==> config.mk <==
export PLATFORM = sky130hd
export DESIGN_NAME = tile_loader
export DESIGN_NICKNAME = d
export VERILOG_FILES = /design/src/hw/ubuf_pkg.sv /design/src/hw/tile_loader.sv
export VERILOG_INCLUDE_DIRS = /design/src /design/src/hw
export SDC_FILE = /design/constraint.sdc
export NUM_CORES = 1
export LEC_CHECK = 0
export ABC_AREA = 1
export BUFFER_PORTS_ARGS = -buffer_cell sky130_fd_sc_hd__buf_2
export CORE_MARGIN = 1.5
export CORE_UTILIZATION = 57
export DETAILED_ROUTE_END_ITERATION = 6
export HOLD_SLACK_MARGIN = 0.02
export PLACE_DENSITY = 0.85
export SYNTH_ARGS = -nofsm -noshare
export SYNTH_HDL_FRONTEND = slang
export SYNTH_SLANG_ARGS = --single-unit
==> constraint.sdc <==
create_clock -name clk -period 9.75 [get_ports clk]
set_input_delay 0.975 -clock clk [delete_from_list [all_inputs] [get_ports clk]]
set_output_delay 0.975 -clock clk [all_outputs]
set_load 0.02 [all_outputs]
==> src/hw/ubuf_cfg.svh <==
`ifndef UBUF_CFG_SVH
`define UBUF_CFG_SVH

// data word width
`define UBUF_WORD_SIZE 16

// external word memory address width
`define UBUF_WORD_ADDR_BITS 12

// one tile dimension (channel, row or col)
`define UBUF_DATA_MAX_BITS 8

// local buffer address width, 256 words deep
`define UBUF_BUF_ADDR_BITS 8

`endif
==> src/hw/ubuf_pkg.sv <==
`include "ubuf_cfg.svh"

package ubuf_pkg;

    typedef logic [`UBUF_WORD_SIZE-1:0]      word_t;
    typedef logic [`UBUF_WORD_ADDR_BITS-1:0] word_addr_t;
    typedef logic [`UBUF_DATA_MAX_BITS-1:0]  dim_t;
    typedef logic [`UBUF_BUF_ADDR_BITS-1:0]  buf_addr_t;

    // host request opcodes
    typedef enum logic [2:0] {
        OP_CONFIG = 3'd0,
        OP_CONV   = 3'd1,
        OP_MAT    = 3'd2
    } ubuf_op_e;

    typedef enum logic [1:0] {
        ST_IDLE  = 2'd0,
        ST_LOAD  = 2'd1,
        ST_SERVE = 2'd2
    } ctrl_state_e;

endpackage

==> src/hw/tile_loader.sv <==
`timescale 1ns/100ps

module tile_loader (
    input  logic                 clk,
    input  logic                 rst,
    input  logic                 start,
    input  ubuf_pkg::word_addr_t base,
    input  ubuf_pkg::dim_t       channel,
    input  ubuf_pkg::dim_t       row,
    input  ubuf_pkg::dim_t       col,
    output logic                 ren,
    output ubuf_pkg::word_addr_t addr,
    input  ubuf_pkg::word_t      rdata,
    output logic                 wen,
    output ubuf_pkg::buf_addr_t  waddr,
    output ubuf_pkg::word_t      wdata,
    output logic                 loaded
);

    localparam int DIM_W  = $bits(ubuf_pkg::dim_t);
    localparam int BUF_AW = $bits(ubuf_pkg::buf_addr_t);

    typedef logic [3*DIM_W-1:0] prod_t;
    typedef logic [BUF_AW:0]    cnt_t;

    prod_t                tile_prod;
    cnt_t                 tile_words;
    cnt_t                 issue_total;
    cnt_t                 rd_idx;
    cnt_t                 rd_idx_nxt;
    logic                 last_issue;

    logic                 busy_q;
    cnt_t                 rd_idx_q;
    cnt_t                 total_q;
    ubuf_pkg::word_addr_t base_q;
    logic                 wen_q;
    logic                 last_q;
    ubuf_pkg::buf_addr_t  waddr_q;

    // word count, only the low 9 bits are kept
    assign tile_prod  = prod_t'(channel) * prod_t'(row) * prod_t'(col);
    assign tile_words = tile_prod[BUF_AW:0];

    // first read leaves in the start cycle itself
    assign rd_idx      = start ? '0 : rd_idx_q;
    assign issue_total = start ? tile_words : total_q;
    assign rd_idx_nxt  = rd_idx + cnt_t'(1);
    assign ren         = start ? (tile_words != '0) : busy_q;
    assign addr        = (start ? base : base_q) + ubuf_pkg::word_addr_t'(rd_idx);
    assign last_issue  = ren && (rd_idx_nxt == issue_total);

    always_ff @(posedge clk or negedge rst) begin
        if (!rst) begin
            busy_q   <= 1'b0;
            rd_idx_q <= '0;
            wen_q    <= 1'b0;
            last_q   <= 1'b0;
            loaded   <= 1'b0;
        end else begin
            if (ren) begin
                rd_idx_q <= rd_idx_nxt;
            end
            busy_q <= ren && !last_issue;
            // write stage lines up with the sram read latency
            wen_q  <= ren;
            last_q <= last_issue;
            if (start) begin
                // an empty tile is done at once
                loaded <= (tile_words == '0);
            end else if (wen_q && last_q) begin
                loaded <= 1'b1;
            end
        end
    end

    always_ff @(posedge clk) begin
        if (start) begin
            base_q  <= base;
            total_q <= tile_words;
        end
        waddr_q <= rd_idx[BUF_AW-1:0];
    end

    assign wen   = wen_q;
    assign waddr = waddr_q;
    assign wdata = rdata;

endmodule

==> impl_metrics.json <==
{
  "cts_tree": "yes",
  "core_um2": 8130,
  "yosysWarningCount": 0,
  "min_path_cells": 2,
  "swShare": 0.503,
  "grt_pass1_wl_um": 16800,
  "clock_skew_ns": 0.00828,
  "ir_drop_uv": 123,
  "final_cell_area_um2": 5060,
  "synth-edff-count": 0,
  "ys_top_cells_by_area": "nand2_1, fa_1, dfxtp_1",
  "post_cts_resized": 0,
  "powerDensity_nw_per_um2": 234,
  "cp.depth": 26,
  "yosysMostFrequentCell": "nand2_1",
  "period_needed_ns": 8.31,
  "start_util": 0.583,
  "wl_met1_um": 4190,
  "reg2regPathDepth": 13,
  "hold_class": "reg -> reg",
  "min_from": "base_q[3]",
  "p_total_mw": 1.19,
  "hold_viol": 0,
  "seqPwrFrac": 0.184,
  "dr.pass1.iters": 5,
  "worstReg2RegEnd": "busy_q",
  "path_class": "in -> out",
  "grtUsageTotal": 0.235,
  "crit_top_cell": "fa_1",
  "row_count": 33,
  "fp.dieH_um": 94.2,
  "portBuffers": 61,
  "netlist_area_um2": 4740,
  "ys_seq_area_frac": 0.191,
  "relSlewSlack": 0.513,
  "cpMaxStageDelayCell": "fa_1",
  "min_to": "base_q[3]",
  "yosysTopAreaCellShare": 0.160,
  "pwr-share-clk": 0.100,
  "synth.avg_cell_area_um2": 7.11,
  "grt_pass1_vias": 3968,
  "outcome": "completed",
  "cts_root_buf": "clkbuf_8",
  "cts_sinks": 42,
  "setup_viol": 0,
  "synth_cells": 667,
  "preCtsSetupSlack_ns": 1.40,
  "worst_ep_arrival_time_ns": 7.33,
  "placed_cells": 803,
  "drc": 0,
  "synth_ff_type": "dfxtp_1",
  "io_pins": 94,
  "clk_latency_ns": 0.30,
  "setup_ws_ns": 1.44,
  "htree_levels": 2,
  "synth_seq_cells": 42,
  "place.gp.congestion": 0.881,
  "layout.nets": 841,
  "tightest_slew_ns": 0.725,
  "drive_gt1_frac": 0.146,
  "required_ns": 8.78,
  "top_layer": "met4",
  "grt-ovfl-total": 0,
  "synthToLayoutAreaGrowth_pct": 6.78,
  "syn-num-nets": 803,
  "die_area_um2": 8870,
  "wirelength_um": 9710,
  "grt_max_degree": 31,
  "instances_no_fill": 811,
  "ant_nets": 0,
  "vias_per_cell": 5.04,
  "critical_path.max_fanout": 11,
  "place_area_um2": 4970,
  "cp-end-kind": "primary output",
  "dr_wl_met2_um": 5000,
  "cp_slowest_stage_delay_ns": 0.55,
  "maxSlewViolCount": 0,
  "clk_pin_slew_ns": 0.08,
  "synth_top_area_cell": "nand2_1",
  "wl_per_cell_um": 12.0,
  "drt_iter0_drc": 123,
  "vias": 4085,
  "fin_util": 0.622,
  "holdWs_ns": 0.456,
  "fmax_mhz": 120,
  "p_leak_nw": 3.09,
  "antenna_found_initial": 0,
  "crit_path_start": "channel[0]",
  "fin_crit_sh": 0.852,
  "cts_buffers": 5,
  "maxCapViolations": 0,
  "combPwrFrac": 0.716,
  "cts_hold_buf": 0,
  "post_cts_buffers": 0,
  "clock_path_buffers": 2,
  "wl_met3_um": 310,
  "rsz0062_at_grt": "no",
  "cp_num_buf_inv": 8,
  "final.setup.tns_ns": 0,
  "synth.distinct_cells": 39,
  "p_int_mw": 0.590,
  "synth_commonest_cells": "nand2_1, inv_1, ha_1",
  "n_antenna_cell": 0,
  "dieWidth_um": 94.2,
  "netSwitchingPower_mw": 0.597,
  "post-dp-hpwl_um": 8070,
  "regToRegStartpoint": "rd_idx_q[1]",
  "rrSetupSlack_ns": 7.38,
  "start_kind": "input pin",
  "critPathTopFamily": "adder cells",
  "async_flop_share": 0.310
}
-- layout make-up --
cell class                 count  area, um2
sequential                    42        906
clock inverter                 2       12.5
clock buffer                   6       82.6
fill                         720       3070
tap                          105        131
multi-input combinational    450       3080
timing repair buffer          61        305
inverter                     145        547
-- routing by layer --
metal | vias up | global-route usage
li1 | 2061 | -
met1 | 1929 | 0.284
met2 | 78 | 0.433
met3 | 17 | 0.0291
met4 | 0 | 0.0684
met5 | - | 0
-- cell families after synthesis --
group | count (synthesis) | share of synthesized area
adders and majority gates | 81 | 0.272
and+or+nand+nor | 304 | 0.282
buffers and inverters | 175 | 0.160
DFF | 42 | 0.191
xor gates and xnor gates | 24 | 0.0444
AOI/OAI and AO/OA | 41 | 0.0507
-- power groups by stage --
stage               Clock, mW  Combinational, mW  Sequential [mW]
floorplan                   0              0.704            0.228
global placement            0              0.817            0.221
detailed placement          0              0.854            0.222
CTS                     0.120              0.858            0.219
global route            0.126              0.984            0.222
finish                  0.119              0.849            0.219
-- how the worst max path moves through the flow --
stage           to  slack (ns)
6_report       ren        1.44
5_1_grt        ren        1.09
4_1_cts        ren        1.40
3_5_place_dp   ren        1.40
3_3_place_gp   ren        1.53
2_1_floorplan  ren        1.84
-- worst register-to-register path: cells and delay by family, from the launching register on --
family,cells,cell delay [ns]
simple gates,9,1.17
flops,1,0.37
fa+ha+maj,1,0.31
xor+xnor,1,0.17
compound gates,1,0.16
buf+inv,1,0.06
-- registers in the layout, indices dropped and copies added, names as in the netlist --
register,flops
rd_idx_q,9
loaded,1
waddr,8
busy_q,1
base_q,12
wen,1
last_q,1
total_q,9
-- placed cells by master, fill, tap and decap left out, types with 2 or more instances in the layout --
cell type and n:
nor3_1 2, nand3b_1 4, nor2_2 2, a21o_1 2
dfrtp_1 13, a21oi_1 12, nand3_1 34, dfxtp_1 29
nand2_1 202, inv_1 142, o21ai_2 5, nand2_2 15
nor2_1 27, xnor2_1 8, buf_2 61, nand4_1 7
fa_1 37, o21ai_0 18, xor2_1 16, clkbuf_8 6
or2_2 2, ha_1 44, nand3_2 4
Note: power is estimated with default switching activity, not from simulation.
