File: config.mk
export PLATFORM = sky130hd
export DESIGN_NAME = ubuf_ctrl
export DESIGN_NICKNAME = d
export VERILOG_FILES = /design/src/hw/ubuf_pkg.sv /design/src/hw/ubuf_ctrl.sv
export VERILOG_INCLUDE_DIRS = /design/src /design/src/hw
export SDC_FILE = /design/constraint.sdc
export NUM_CORES = 1
export LEC_CHECK = 0
export CAP_MARGIN = 25
export CORE_AREA = 2 2 58 101
export DETAILED_ROUTE_END_ITERATION = 10
export DIE_AREA = 0 0 60 103
export DONT_BUFFER_PORTS = 1
export SLEW_MARGIN = 15
export SYNTH_ARGS = -nofsm -noshare
export SYNTH_HDL_FRONTEND = slang
export SYNTH_SLANG_ARGS = --single-unit
File: constraint.sdc
create_clock -name clk -period 6.5 [get_ports clk]
set_input_delay 0 -clock clk [delete_from_list [all_inputs] [get_ports clk]]
set_output_delay 0 -clock clk [all_outputs]
set_load 0.005 [all_outputs]
File: src/hw/ubuf_cfg.svh
`ifndef UBUF_CFG_SVH
`define UBUF_CFG_SVH

// data word width
`define UBUF_WORD_SIZE 16

// external word memory address width
`define UBUF_WORD_ADDR_BITS 12

// one tile dimension (channel, row or col)
`define UBUF_DATA_MAX_BITS 8

// local buffer address width, 256 words deep
`define UBUF_BUF_ADDR_BITS 8

`endif
File: src/hw/ubuf_pkg.sv
`include "ubuf_cfg.svh"

package ubuf_pkg;

    typedef logic [`UBUF_WORD_SIZE-1:0]      word_t;
    typedef logic [`UBUF_WORD_ADDR_BITS-1:0] word_addr_t;
    typedef logic [`UBUF_DATA_MAX_BITS-1:0]  dim_t;
    typedef logic [`UBUF_BUF_ADDR_BITS-1:0]  buf_addr_t;

    // host request opcodes
    typedef enum logic [2:0] {
        OP_CONFIG = 3'd0,
        OP_CONV   = 3'd1,
        OP_MAT    = 3'd2
    } ubuf_op_e;

    typedef enum logic [1:0] {
        ST_IDLE  = 2'd0,
        ST_LOAD  = 2'd1,
        ST_SERVE = 2'd2
    } ctrl_state_e;

endpackage

File: src/hw/ubuf_ctrl.sv
`timescale 1ns/100ps

module ubuf_ctrl (
    input  logic                 clk,
    input  logic                 rst,
    input  logic                 config_valid,
    input  ubuf_pkg::ubuf_op_e   op,
    input  ubuf_pkg::word_addr_t a_src_addr,
    input  ubuf_pkg::dim_t       a_channel,
    input  ubuf_pkg::dim_t       a_row,
    input  ubuf_pkg::dim_t       a_col,
    input  ubuf_pkg::word_addr_t b_src_addr,
    input  ubuf_pkg::dim_t       b_channel,
    input  ubuf_pkg::dim_t       b_row,
    input  ubuf_pkg::dim_t       b_col,
    output logic                 ack,
    input  logic                 sys_done,
    input  logic                 uni_loaded,
    input  logic                 wei_loaded,
    output logic                 load_start,
    output ubuf_pkg::word_addr_t a_base,
    output ubuf_pkg::word_addr_t b_base,
    output ubuf_pkg::dim_t       a_dims_channel,
    output ubuf_pkg::dim_t       a_dims_row,
    output ubuf_pkg::dim_t       a_dims_col,
    output ubuf_pkg::dim_t       b_dims_channel,
    output ubuf_pkg::dim_t       b_dims_row,
    output ubuf_pkg::dim_t       b_dims_col,
    output logic                 serve
);

    ubuf_pkg::ctrl_state_e state_q;
    logic                  is_config;
    logic                  is_mat;
    logic                  accept;

    always_comb begin
        is_config = 1'b0;
        is_mat    = 1'b0;
        case (op)
            ubuf_pkg::OP_CONFIG: is_config = 1'b1;
            ubuf_pkg::OP_MAT:    is_mat    = 1'b1;
            // convolution is not built, the host times out
            ubuf_pkg::OP_CONV:   ;
            default:             ;
        endcase
    end

    // one ack per request even if the host is slow to drop valid
    assign accept = config_valid && !ack && (state_q == ubuf_pkg::ST_IDLE)
                    && (is_config || is_mat);

    always_ff @(posedge clk or negedge rst) begin
        if (!rst) begin
            state_q    <= ubuf_pkg::ST_IDLE;
            ack        <= 1'b0;
            load_start <= 1'b0;
        end else begin
            ack        <= accept;
            load_start <= accept && is_mat;
            case (state_q)
                ubuf_pkg::ST_IDLE: begin
                    if (accept && is_mat) begin
                        state_q <= ubuf_pkg::ST_LOAD;
                    end
                end
                ubuf_pkg::ST_LOAD: begin
                    // loaded flags still show the old tile during the start pulse
                    if (uni_loaded && wei_loaded && !load_start) begin
                        state_q <= ubuf_pkg::ST_SERVE;
                    end
                end
                ubuf_pkg::ST_SERVE: begin
                    if (sys_done) begin
                        state_q <= ubuf_pkg::ST_IDLE;
                    end
                end
                default: begin
                    state_q <= ubuf_pkg::ST_IDLE;
                end
            endcase
        end
    end

    always_ff @(posedge clk) begin
        if (accept && is_config) begin
            a_base         <= a_src_addr;
            a_dims_channel <= a_channel;
            a_dims_row     <= a_row;
            a_dims_col     <= a_col;
            b_base         <= b_src_addr;
            b_dims_channel <= b_channel;
            b_dims_row     <= b_row;
            b_dims_col     <= b_col;
        end
    end

    assign serve = (state_q == ubuf_pkg::ST_SERVE);

endmodule

==> flow_metrics.py <==
metrics = {
    "floorplanning": {
        "core_region_area_sq_mm": 0.00545,
        "initial_core_util": 0.434,
        "ios": 156,
        "die_width_um": 60,
        "placementRows": 36,
        "die_h_um": 103,
        "die_area_sq_mm": 0.00618,
    },
    "min_path": {
        "holdPathEnd": "a_base[7]",
        "whs_path_depth": 3,
        "hold_class": "in2reg",
        "hp-start": "op[2]",
    },
    "clock_network": {
        "clk_pin_slew_worst_paths_ns": 0.07,
        "h-tree-depth": 3,
        "cts_num_sinks": 76,
        "clockBufferDepth": 2,
        "cts_setup_buffers": 0,
        "root_buffer": "clkbuf_8",
        "clk_latency_ns": 0.35,
        "cts_made_buffers": 9,
        "cts_tree": "done",
    },
    "cells_and_area": {
        "fin_area_sq_mm": 0.00348,
        "antennaDiodeCount": 0,
        "drive_gt1_frac": 0.101,
        "area_growth_pct": 47.4,
        "fillers": 376,
        "final_util": 0.639,
        "fin_nets": 264,
    },
    "timing": {
        "setup_violations": 0,
        "drv_slew": 0,
        "clock.fmax_ghz": 0.462,
        "slew_headroom": 0.672,
        "setup_tns_ns": 0,
        "rsz0062_at_grt": "no",
        "worst_pin_slew_ns": 0.493,
        "timing.final.crit_share": 0.333,
        "hold-worst-slack_ns": 0.256,
        "finalHoldViolCount": 0,
        "fin_crit_ns": 2.16,
        "fin_skew_ns": 0.00479,
    },
    "grt": {
        "grt_pass1_vias": 1301,
        "gr-total-overflow": 0,
        "met1_usage": 0.149,
        "antenna_found_initial": 0,
        "grt.total_usage": 0.164,
        "grt_max_degree": 41,
        "grt_use_met3": 0.0640,
        "grt_first_pass_wirelength_um": 6660,
        "busiest_layer": "met2",
        "use_met2": 0.287,
    },
    "synth": {
        "ys_top_cells_by_count": "edfxtp_1 (72), dfrtp_1 (4), nor2b_1 (2)",
        "yosysTopAreaCell": "edfxtp_1",
        "synth.avg_cell_area_sq_um": 26.9,
        "synth_ff_type": "edfxtp_1",
        "yosys_register_bits": 76,
        "synth_cells": 88,
        "yosysTopAreaCellShare": 0.915,
        "synth_cell_types": 13,
        "synthArstFlopShare": 0.0526,
        "netlist_area_sq_mm": 0.00236,
        "synth.net_count": 169,
        "synth_area_leaders": "edfxtp_1 (91%), dfrtp_1 (4.2%), or4b_4 (0.58%)",
        "yosysSeqAreaShare": 0.957,
        "synth_edf_count": 72,
        "yosysMostFrequentCell": "edfxtp_1",
        "synth-warning-count": 0,
    },
    "placement": {
        "dp_hpwl_um": 3110,
        "port_buffers": 0,
        "place.gp.congestion": 0.723,
        "postPlaceCellArea_sq_mm": 0.00248,
    },
    "critical_path": {
        "end_kind": "flop",
        "crit_required_ns": 6.55,
        "crit_family": "simple AND/OR/NAND/NOR gates",
        "path_class": "reg2reg",
        "r2r-start": "ack",
        "path_max_fanout": 4,
        "arrival_ns": 2.21,
        "path_buf_inv": 1,
        "worst_r2r_path_depth": 3,
        "crit_chain": "or4b_4, nor4_4, dlygate4sd3_1",
        "cpPeakStageDelay_ns": 0.69,
        "cpMaxStageDelayCell": "dlygate4sd3_1",
        "r2r_slack_ns": 4.34,
        "reg2reg_to": "b_dims_row[6]",
        "crit_path_start_kind": "flop",
    },
    "routing": {
        "drcViolationCount": 0,
        "wl_per_cell_um": 19.3,
        "ant_nets": 0,
        "drt-vias-per-instance": 4.61,
        "routed_wl_um": 5100,
        "first_iter_violations": 48,
        "via_count": 1218,
        "drt-pass1-iter-count": 4,
    },
    "job": {
        "drv_cap": 0,
    },
    "status": {
        "run_status": "complete, no violations",
    },
    "power": {
        "pwr_density_cell_mw_per_mm2": 270,
        "ir_worst_vdd_mv": 0.256,
        "leakage_uw": 0.00120,
    },
}
==> layer usage <==
layer	wire length, um	vias to the layer above
met5	0	-
met4	146	0
met3	352	12
met2	2950	78
met1	1650	585
li1	-	543
==> through the flow <==
step	power, uW	cells	setup slack [ns]
after global placement	580	166	4.36
after CTS	948	264	4.33
after detailed placement	582	166	4.28
final	942	264	4.34
after floorplan	577	88	1.11
after global routing	975	264	4.27
==> layout make-up <==
type | instances | area, sq um | area share
clock buffer | 9 | 124 | 0.0355
clock inverter | 7 | 57.6 | 0.0165
inverter | 1 | 3.75 | 0.00108
multi-input combinational | 11 | 106 | 0.0305
sequential | 76 | 2260 | 0.649
tap | 76 | 95.1 | 0.0273
timing repair buffer | 84 | 836 | 0.240
==> worst max-delay path by stage <==
stage	depth (start not counted)	slack, ns	end	startpoint
after detailed placement	3	4.28	b_base[4]	ack
final	3	4.34	b_dims_row[6]	ack
after global routing	3	4.27	b_dims_row[6]	ack
after global placement	3	4.36	a_dims_col[7]	ack
after floorplan	2	1.11	a_base[0]	ack
after CTS	3	4.33	b_dims_channel[4]	ack
==> power by group <==
group          switching, uW  internal (uW)  leakage (uW)
Sequential              8.35            550      0.000707
Combinational           17.2           37.2      0.000401
Clock                    159            171     0.0000892
Total                    184            758       0.00120
==> registers in the layout (all words and copies together) (netlist names) <==
signal	count
a_base	12
a_dims_col	8
a_dims_row	8
state_q	2
load_start	1
a_dims_channel	8
b_base	12
b_dims_channel	8
b_dims_col	8
b_dims_row	8
ack	1
==> cell usage in the layout, fill, tap and decap left out, types with 2 or more instances in the layout <==
cell            n
dlygate4sd3_1  82
edfxtp_1       72
nor2b_1         2
clkinv_1        4
dfrtp_1         4
clkbuf_8        9
buf_4           2
==> cell families after synthesis <==
family,after synthesis,share of synthesized area
AO/OA/AOI/OAI,2,0.00900
buffers and inverters,1,0.00159
flip-flops,76,0.957
AND/OR/NAND/NOR,9,0.0323
==> tightest hold or removal path: stages <==
cell and delay [ns]:
or4b_4 0.12, nor4_4 0.04, buf_4 0.24
==> what timing repair did <==
action                    in CTS  in global routing
resized for setup              0                  0
hold endpoints to repair      84                  0
hold buffers                  82                  0
Power figures use the tool's default switching activity.
